==> config.mk <==
export PLATFORM = sky130hd
export DESIGN_NAME = icache_way_select
export DESIGN_NICKNAME = d
export VERILOG_FILES = /design/src/icache_pkg.sv /design/src/icache_way_select.sv
export SDC_FILE = /design/constraint.sdc
export NUM_CORES = 1
export LEC_CHECK = 0
export BUFFER_PORTS_ARGS = -buffer_cell sky130_fd_sc_hd__buf_2
export CAP_MARGIN = 0
export CORE_UTILIZATION = 45
export CTS_CLUSTER_SIZE = 40
export DETAILED_ROUTE_END_ITERATION = 6
export GPL_TIMING_DRIVEN = 0
export HOLD_SLACK_MARGIN = 0.08
export PLACE_DENSITY = 0.72
export SYNTH_ARGS = -nofsm -noshare
export SYNTH_HDL_FRONTEND = slang
export SYNTH_SLANG_ARGS = --single-unit
export TNS_END_PERCENT = 10
==> constraint.sdc <==
create_clock -name clk -period 6.6 [get_ports clk]
set_input_delay 0 -clock clk [delete_from_list [all_inputs] [get_ports clk]]
set_output_delay 0 -clock clk [all_outputs]
set_load 0.02 [all_outputs]
==> src/icache_pkg.sv <==
// ===================================================================
// Shared definitions for the four-way instruction cache
// The way count is fixed at four and is not a tuning knob
// Lines are 16 bytes, filled from four 32-bit memory beats
// Beat 0 of a refill lands in the low word of a line
// ===================================================================

package icache_pkg;

	// ===================================================================
	// Geometry
	// ===================================================================

	// Number of ways in every set
	localparam int icache_ways = 4;

	// Bytes held by one cache line
	localparam int line_bytes = 16;

	// Lowest address bit of the set index, just above the byte offset
	localparam int lobit = $clog2(line_bytes);

	// A line arrives from memory as this many 32-bit words
	localparam int beats_per_line = line_bytes / 4;

	// ===================================================================
	// Types
	// ===================================================================

	// Byte address on the fetch side
	typedef logic [31:0] code_address_t;

	// Encoded way number
	typedef logic [1:0] way_t;

	// One whole line, word 0 in bits 31:0
	typedef logic [line_bytes*8-1:0] cache_line_t;

	// Everything needed to write one refilled line into the arrays
	typedef struct packed {
		code_address_t address;
		way_t way;
		cache_line_t data;
	} line_fill_t;

endpackage

==> src/icache_way_select.sv <==
// ===================================================================
// Hit detection and round-robin victim choice
// LINES must match the tag array
// The victim pointer of a set moves on by one on every refill of
// that set, whichever way was hit in between
// ===================================================================
`timescale 1ns/10ps

module icache_way_select #(
	parameter int LINES = 256,
	localparam int tag_lo = icache_pkg::lobit + $clog2(LINES)
) (
	input logic clk,
	input logic rst,
	input logic inv,
	input icache_pkg::code_address_t look_addr,
	input logic [icache_pkg::icache_ways-1:0][$bits(icache_pkg::code_address_t)-1:tag_lo] tags,
	input logic [icache_pkg::icache_ways-1:0] valids,
	input logic fill_wr,
	input icache_pkg::line_fill_t fill,
	output logic hit,
	output icache_pkg::way_t hit_way,
	output icache_pkg::way_t victim_way
);
	import icache_pkg::*;

	localparam int idx_w = $clog2(LINES);
	localparam int addr_hi = $bits(code_address_t) - 1;

	logic [idx_w-1:0] look_idx;
	logic [idx_w-1:0] fill_idx;
	logic [addr_hi:tag_lo] look_tag;
	logic [icache_ways-1:0] match;

	// Round-robin pointer of each set
	way_t [LINES-1:0] rr_q;

	assign look_idx = look_addr[lobit +: idx_w];
	assign fill_idx = fill.address[lobit +: idx_w];
	assign look_tag = look_addr[addr_hi:tag_lo];

	// ===================================================================
	// Tag compare
	// ===================================================================

	always_comb begin
		hit_way = '0;
		for (int w = 0; w < icache_ways; w++) begin
			match[w] = valids[w] && (tags[w] == look_tag);
			// At most one way matches, so the encoder needs no priority
			if (match[w]) begin
				hit_way = way_t'(w);
			end
		end
	end

	assign hit = |match;

	// ===================================================================
	// Victim pointers
	// ===================================================================

	always_ff @(posedge clk) begin
		if (rst || inv) begin
			rr_q <= '0;
		end else if (fill_wr) begin
			rr_q[fill_idx] <= way_t'(rr_q[fill_idx] + 1'b1);
		end
	end

	assign victim_way = rr_q[look_idx];

	// A line is only refilled after a miss, so one set never holds a tag twice
	a_single_hit: assert property (@(posedge clk) disable iff (rst) $onehot0(match));

endmodule

==> flow_summary.toml <==
[placement]
dpl-instance-area_um2 = 30000
dp_worst_setup_slack_ns = 2.24
io_buffers = 111
routabilityCongestion = 1.08
dp.final_hpwl_um = 79200

[global_route]
gr-usage-all-layers_pct = 34.8
grt_max_degree = 15
antenna_found_initial = 7
grt_pass1_vias = 24100
globalRoute.totalOverflow = 0
grt_pass1_wl_um = 162000

[synthesis]
syn_nets = 2994
synth_seq_cells = 512
syn_area_um2 = 28300
syn_inst = 2712
yosysWarnings = 0
synth_edf_count = 0
ys_types = 52
yosysSeqAreaShare_pct = 36.2
synth_flop_cell = "dfxtp_1"
ys_async_sr_fraction_pct = 0
avgSynthCellArea_um2 = 10.5

[timing]
worst_clock_skew_ns = 0.0261
worst-slew-pin-transition_ns = 1.65
rsz0062_at_grt = "no"
slew_viol_final = 54
finalWorstPathRequiredPeriod_ns = 4.19
setup_ws_ns = 2.41
timing.fmax_mhz = 238
max_slew_margin_pct = -9.92
final.setup.tns_ns = 0
setup_viol = 0
final-hold-violation-count = 0
period_share_pct = 63.5

[route]
vias = 25700
drtIter0Drc = 4124
drc = 7
wl_um = 112000
firstDrtPassIters = 7
routed_via_density = 6.83
wl_per_cell_um = 29.9
ant_nets = 0

[worst_setup_path]
reg2reg_from = "rr_q[190]"
reg2regPathDepth = 9
setup.worst_path.class = "in -> out"
path_max_fanout = 10
crit_arrival_ns = 4.19
r2r_slack_ns = 3.08
cp-start-kind = "input pin"
reg2reg_to = "rr_q[1]"
crit_path_end_kind = "output pin"
required_ns = 6.60

[status]
status = "complete, but fails checks"
violations = "design-rule violations, max-capacitance violations, max-slew violations"

[final_layout]
final_nets = 3165
largest_reg_flops = 512
area_growth_pct = 12.1
final_util_pct = 51.3
final_cell_mix = "577 x nor2_1, 512 x dfxtp_1, 297 x mux4_2, 241 x a211oi_2, 218 x o21ai_0"
reg_top3 = "rr_q: 512 flops"
drive_above_1_share_pct = 28.7
top_register = "rr_q"
layout_commonest_cell = "nor2_1"
fin_area_um2 = 31800

[clock_tree]
numCtsBuffers = 54
postCtsSetupBuffers = 0
cts_tree = "yes"
cts-root-buf = "clkbuf_16"
clockBufferDepth = 3
postCtsResizedCells = 0
insertion_delay_ns = 0.64
cts.sinks = 512
h-tree-depth = 2
cts.reportedPaths.clkPinSlew_ns = 0.06

[power]
peakVddDrop_mv = 0.212
design_power_total_w = 0.00707
powerDensity_nw_per_um2 = 223
p_leak_nw = 9.87

[die]
start_util_pct = 45.8
ioPinCount = 287
fp.dieW_um = 253
placeableCoreArea_um2 = 61900
num_rows = 91
die_y_um = 253
die_area_um2 = 64000

[hold_path]
min_from = "fill_wr"
hp-class = "in -> reg"
min_path_cells = 5
hold-path-endpoint = "rr_q[89]"

[flow_run]
maxCapViolCount = 7
==> final cells by class <==
cell class                      instances  area, µm²
Tap cell                              837       1050
Clock buffer                           65       1460
Buffer                                240       1250
Antenna cell                            3       7.51
Inverter                                7       26.3
Fill cell                            5542      30200
Clock inverter                         26        290
Sequential cell                       512      10200
Multi-Input combinational cell       1953      16800
Timing Repair Buffer                  115        601
==> power breakdown <==
group          total (W)  switching (W)  internal [W]
registers        0.00309     0.00000184       0.00309
clock network    0.00314        0.00138       0.00177
logic           0.000831       0.000599      0.000232
total            0.00707        0.00198       0.00509
==> cells in the mapped netlist, types with 6 or more instances <==
library cell | count | area share (%)
o21ai_0 | 218 | 3.8
nor4_1 | 9 | 0.20
buf_1 | 21 | 0.28
o22ai_1 | 6 | 0.13
nand4_1 | 24 | 0.53
nand2_1 | 83 | 1.1
nor2b_1 | 9 | 0.20
mux2i_1 | 30 | 1.1
dfxtp_1 | 512 | 36
buf_4 | 10 | 0.26
xnor2_1 | 64 | 2.0
nand3_1 | 57 | 1.0
a211oi_1 | 58 | 1.5
clkbuf_1 | 136 | 1.8
nor2_1 | 577 | 7.6
xor2_1 | 17 | 0.53
buf_6 | 33 | 1.3
a211oi_2 | 241 | 11
a22oi_1 | 14 | 0.37
mux4_2 | 297 | 24
a21oi_1 | 190 | 3.4
buf_2 | 40 | 0.71
==> per-layer routing <==
metal  up-vias  global-route usage, %  share of wire (%)  wire length, µm
li1      10600                      -                  -                -
met1     12400                   43.9                 35            39800
met2      2135                   48.9                 41            46000
met3       539                   13.6                 16            17600
met4         8                   23.0                7.8             8800
met5         -                      0              0.045               50
==> worst max path at each step <==
stage,end,startpoint,slack (ns),depth (start not counted)
after floorplan,victim_way[0],look_addr[4],3.77,6
after global placement,rr_q[100],fill[135],2.25,11
after detailed placement,rr_q[96],fill[135],2.24,11
after CTS,victim_way[1],look_addr[4],2.60,7
after global routing,victim_way[1],look_addr[5],2.52,7
final,victim_way[1],look_addr[5],2.41,7
==> what timing repair did <==
action / 4_1_cts / 5_1_grt
hold buffers: 3 / 0
hold endpoints to repair: 20 / 0
setup endpoints to repair: 0 / 0
==> critical path, cell delays in order <==
cell and delay, ns:
clkbuf_1 0.83, clkbuf_1 1.03, mux4_2 0.43, mux4_2 0.59
mux4_2 0.56, mux4_2 0.55, buf_2 0.19
==> kinds of logic after synthesis <==
kind of cell | Yosys count | synth area share, %
flops | 512 | 36.2
mux | 331 | 24.8
compound gates | 757 | 20.8
simple gates | 783 | 11.2
buf+inv | 247 | 4.45
xor+xnor | 82 | 2.56
==> through the flow <==
step / hold WS [ns] / std cells
final: 0.126 / 3758
after global routing: 0.144 / 3757
after CTS: 0.0905 / 3755
after detailed placement: 0.420 / 3661
after global placement: 0.411 / 3660
after floorplan: 0.216 / 2712
Power figures use the tool's default switching activity.
