### src/icache_pkg.sv
// ===================================================================
// Shared definitions for the four-way instruction cache
// The way count is fixed at four and is not a tuning knob
// Lines are 16 bytes, filled from four 32-bit memory beats
// Beat 0 of a refill lands in the low word of a line
// ===================================================================

package icache_pkg;

	// ===================================================================
	// Geometry
	// ===================================================================

	// Number of ways in every set
	localparam int icache_ways = 4;

	// Bytes held by one cache line
	localparam int line_bytes = 16;

	// Lowest address bit of the set index, just above the byte offset
	localparam int lobit = $clog2(line_bytes);

	// A line arrives from memory as this many 32-bit words
	localparam int beats_per_line = line_bytes / 4;

	// ===================================================================
	// Types
	// ===================================================================

	// Byte address on the fetch side
	typedef logic [31:0] code_address_t;

	// Encoded way number
	typedef logic [1:0] way_t;

	// One whole line, word 0 in bits 31:0
	typedef logic [line_bytes*8-1:0] cache_line_t;

	// Everything needed to write one refilled line into the arrays
	typedef struct packed {
		code_address_t address;
		way_t way;
		cache_line_t data;
	} line_fill_t;

endpackage

### src/icache_ctrl.sv
// ===================================================================
// Control FSM of the instruction cache
// One request at a time, a req while busy is not allowed
// A hit answers in the lookup cycle, a miss asks memory for the line,
// takes four beats with any gaps, refills, then answers
// Memory must not send beats that were not asked for
// ===================================================================
`timescale 1ns/10ps

module icache_ctrl (
	input logic clk,
	input logic rst,
	input logic req,
	input icache_pkg::code_address_t addr,
	output logic busy,
	output logic rsp_valid,
	output icache_pkg::code_address_t look_addr,
	input logic hit,
	input icache_pkg::way_t hit_way,
	input icache_pkg::way_t victim_way,
	output icache_pkg::way_t sel_way,
	output logic mem_req,
	output icache_pkg::code_address_t mem_addr,
	input logic mem_valid,
	input logic [31:0] mem_data,
	output logic fill_wr,
	output icache_pkg::line_fill_t fill
);
	import icache_pkg::*;

	localparam int beat_w = $clog2(beats_per_line);

	typedef enum logic [2:0] {
		st_idle,
		st_lookup,
		st_wait,
		st_fill,
		st_respond
	} state_t;

	state_t state_q;
	logic [beat_w-1:0] beat_q;

	// ===================================================================
	// State and beat counter
	// ===================================================================

	always_ff @(posedge clk) begin
		if (rst) begin
			state_q <= st_idle;
			beat_q <= '0;
		end else begin
			case (state_q)
				st_idle: begin
					if (req) begin
						state_q <= st_lookup;
					end
				end
				st_lookup: begin
					// The hit was already answered in this cycle
					if (hit) begin
						state_q <= st_idle;
					end else begin
						state_q <= st_wait;
						beat_q <= '0;
					end
				end
				st_wait: begin
					if (mem_valid) begin
						beat_q <= beat_q + 1'b1;
						if (beat_q == beat_w'(beats_per_line - 1)) begin
							state_q <= st_fill;
						end
					end
				end
				st_fill: begin
					state_q <= st_respond;
				end
				default: begin
					state_q <= st_idle;
				end
			endcase
		end
	end

	// ===================================================================
	// Address and refill registers
	// ===================================================================

	always_ff @(posedge clk) begin
		if (state_q == st_idle && req) begin
			look_addr <= addr;
		end
		// The victim is taken now, before the refill moves the pointer
		if (state_q == st_lookup && !hit) begin
			fill.address <= look_addr;
			fill.way <= victim_way;
		end
		// Beats come in order, so the counter gives the word slot
		if (state_q == st_wait && mem_valid) begin
			fill.data[beat_q*32 +: 32] <= mem_data;
		end
	end

	// Outputs decoded from the state
	assign busy = (state_q != st_idle);
	assign rsp_valid = (state_q == st_lookup && hit) || (state_q == st_respond);
	assign mem_req = (state_q == st_lookup) && !hit;
	assign mem_addr = {look_addr[$bits(code_address_t)-1:lobit], {lobit{1'b0}}};
	assign fill_wr = (state_q == st_fill);

	// After a refill the answer comes from the way that was just written
	assign sel_way = (state_q == st_respond) ? fill.way : hit_way;

	// The fetch side waits for the answer before the next request
	a_req_when_idle: assert property (@(posedge clk) disable iff (rst) req |-> !busy);

	// Memory only returns beats for the miss in flight
	a_beat_in_wait: assert property (
		@(posedge clk) disable iff (rst) mem_valid |-> (state_q == st_wait)
	);

endmodule

### config.mk
export PLATFORM = sky130hd
export DESIGN_NAME = icache_ctrl
export DESIGN_NICKNAME = d
export VERILOG_FILES = /design/src/icache_pkg.sv /design/src/icache_ctrl.sv
export SDC_FILE = /design/constraint.sdc
export NUM_CORES = 1
export LEC_CHECK = 0
export ABC_AREA = 1
export BUFFER_PORTS_ARGS = -buffer_cell sky130_fd_sc_hd__buf_2
export CAP_MARGIN = 40
export CORE_ASPECT_RATIO = 1.5
export CORE_MARGIN = 2
export CORE_UTILIZATION = 43
export DETAILED_ROUTE_END_ITERATION = 8
export PLACE_DENSITY = 0.79
export SYNTH_ARGS = -nofsm -noshare
export SYNTH_HDL_FRONTEND = slang
export SYNTH_SLANG_ARGS = --single-unit
### constraint.sdc
create_clock -name clk -period 2.35 [get_ports clk]
set_input_delay 0.3525 -clock clk [delete_from_list [all_inputs] [get_ports clk]]
set_output_delay 0.3525 -clock clk [all_outputs]
set_load 0.02 [all_outputs]
==> results.py <==
metrics = {
    "global_route": {
        "grt_first_pass_wirelength_um": 26600,
        "grt_pass1_vias": 4826,
        "overflow": 0,
        "grt_max_degree": 33,
        "grt.total_usage_pct": 19.36,
        "antenna_found_initial": 1,
    },
    "drt": {
        "m1WireLength_um": 6726,
        "dr.max_layer_used": "met5",
        "drc": 0,
        "drt-initial-drc-count": 257,
        "route.met3.wl_um": 1674,
        "drtAntennaViolNets": 0,
        "wl_per_cell_um": 18.13,
        "met2_length_um": 9238,
        "first_pass_iters": 5,
        "finalWirelength_um": 17930,
        "vias": 4700,
        "vias_per_cell": 4.752,
    },
    "clock_network": {
        "cts_tree": "built",
        "clock-sinks": 199,
        "cts_resized": 0,
        "cts_setup_buffers": 0,
        "cts_hold_buf": 0,
        "cts_buffers": 17,
        "clk_pin_slew_ps": 80,
        "clockRootBuffer": "clkbuf_16",
        "clockBufferDepth": 2,
        "insertion_delay_ps": 420,
        "h-tree-depth": 4,
    },
    "power_and_ir_drop": {
        "power_w": 0.007631,
        "peakVddDrop_uv": 459.8,
        "power_density_nw_per_um2": 791.4,
        "power.leakage_nw": 4.062,
    },
    "die": {
        "dieArea_um2": 18170,
        "rows": 58,
        "initial_utilization_pct": 43.83,
        "die_w_um": 110.7,
        "dieHeight_um": 164.1,
        "ios": 305,
        "fp.coreArea_um2": 16760,
    },
    "placement": {
        "portBuffers": 300,
        "dpl-instance-area_um2": 8985,
        "gp_congestion": 0.7850,
        "dp_hpwl_um": 13320,
    },
    "sta": {
        "holdWs_ps": 99.19,
        "max_slew.worst_pin.slew_ps": 558.7,
        "fin_crit_ps": 2149,
        "finClkSkew_ps": 15.24,
        "maxSlewViolCount": 0,
        "fin_setup_tns_ps": 0,
        "fmax_mhz": 465.3,
        "final-hold-violation-count": 0,
        "period_share_pct": 91.45,
        "setup_viol": 0,
        "rsz0062_at_grt": "no",
        "maxSlewHeadroom_pct": 62.62,
    },
    "setup_path": {
        "crit_chain": "nor2_1 > nand3_1 > inv_1 > buf_2",
        "start_kind": "flip-flop",
        "path_max_fanout": 10,
        "cp_num_buf_inv": 2,
        "critPathSlowestCell": "inv_1",
        "slowest_delay_ps": 410,
        "arrival_ps": 1800,
        "crit_required_ps": 2000,
        "critPathTopFamily": "buffers and inverters",
        "worstSetupPathType": "flip-flop to output port",
        "end_kind": "output port",
    },
    "finish": {
        "synthToLayoutAreaGrowth_pct": 31.25,
        "fin_nets": 844,
        "multiInputGateArea_um2": 968.4,
        "regArea_um2": 5926,
        "layout-drive-gt1-share_pct": 48.97,
        "design_area_um2": 9643,
        "fin_util_pct": 57.52,
        "fillers": 1358,
    },
    "job": {
        "maxCapViolCount": 0,
    },
    "synthesis": {
        "synth_ff_type": "edfxtp_1",
        "synth.top_cell.area_share_pct": 79.29,
        "syn_area_per_cell_um2": 15.50,
        "synth-seq-cells": 199,
        "netlist-cell-type-count": 22,
        "ys_warn_count": 0,
        "yosysMostFrequentCell": "edfxtp_1",
        "synth.yosys.seq_area_share_pct": 80.65,
        "syn_inst": 474,
        "syn-cell-area_um2": 7347,
        "synth_area_leaders": "edfxtp_1 (79%), nor2_1 (5.7%), buf_4 (3.6%)",
        "synth_async_sr_flop_share_pct": 0,
        "yosysTopAreaCell": "edfxtp_1",
        "synth_commonest_cells": "edfxtp_1 (194), nor2_1 (111), inv_1 (45)",
        "synth_edf_count": 194,
    },
    "hold_path": {
        "hp-class": "primary input to flip-flop",
    },
    "outcome": {
        "outcome": "finished, final reports clean",
    },
}
==> per-layer routing <==
| metal | vias up | global-route usage [%] |
|---|---|---|
| met2 | 268 | 34.41 |
| met3 | 16 | 6.827 |
| li1 | 2173 | - |
| met5 | - | 0 |
| met4 | 2 | 5.852 |
| met1 | 2241 | 22.06 |
==> cells by family after synthesis <==
family / Yosys count / synth area share, %
AO/OA/AOI/OAI: 6 / 0.4428
flip-flops: 199 / 80.65
other: 1 / 0.05104
adder cells (fa/ha/maj): 6 / 1.022
AND/OR/NAND/NOR: 168 / 11.07
buffers and inverters: 94 / 6.761
==> cell usage in the layout (no fill, tap or decap), types with 2 or more instances in the layout <==
master     netlist  final
clkbuf_16        0     17
clkinv_8         0      6
ha_1             6      6
nor2_2           1      2
nor3_2          21     21
inv_2            4      4
nor2_1         111    106
edfxtp_1       194    194
inv_8            0      3
nand2_1         19     19
inv_1           45     45
nand3_1          7      7
o21ai_0          2      2
buf_12           0      3
nor3_1           4      4
inv_6            0      2
bufinv_16        0      2
dfxtp_1          5      5
buf_4           35     11
conb_1           1      4
a21oi_1          3      3
buf_2           10    300
nor2_4           1      5
==> per-stage QoR <==
stage,std cells,worst slack (ps)
finish,989,200.9
global route,988,61.28
CTS,988,143.1
detailed placement,956,335.1
global placement,956,439.7
floorplan,477,-76.93
==> power by group <==
part	total [W]	internal, W	switching, W
clock network	0.00312	0.00167	0.00145
logic	0.000500	0.000148	0.000352
registers	0.00401	0.00397	0.0000454
total	0.00763	0.00578	0.00185
==> layout make-up <==
class | count | share of cell area, %
diodes | 1 | 0.02595
clock buffers | 17 | 4.412
clock inverters | 15 | 2.387
inverters | 49 | 1.907
multi-input cells | 184 | 10.04
flip-flops and latches | 199 | 61.45
well taps | 210 | 2.725
repair buffers | 314 | 17.05
==> worst reg2reg max path, delay by kind of cell, from the launching register on <==
kind,cells,cell delay [ps]
adder cells (fa/ha/maj),1,260
buffers and inverters,3,640
flip-flops,1,470
AND/OR/NAND/NOR,2,500
==> flip-flops by register name (all words and copies together), names as in the netlist <==
register,count
fill,162
state_q,3
look_addr,32
beat_q,2
==> worst paths after layout <==
path | from | end | slack (ps) | cells past startpoint
max | state_q[1] | mem_req | 200 | 4
min | addr[3] | look_addr[3] | 100 | 1
max reg2reg | beat_q[0] | fill[81] | 350 | 6
min reg2reg | look_addr[0] | fill[130] | 470 | 0
No activity file was read; power rests on OpenSTA's default activity.
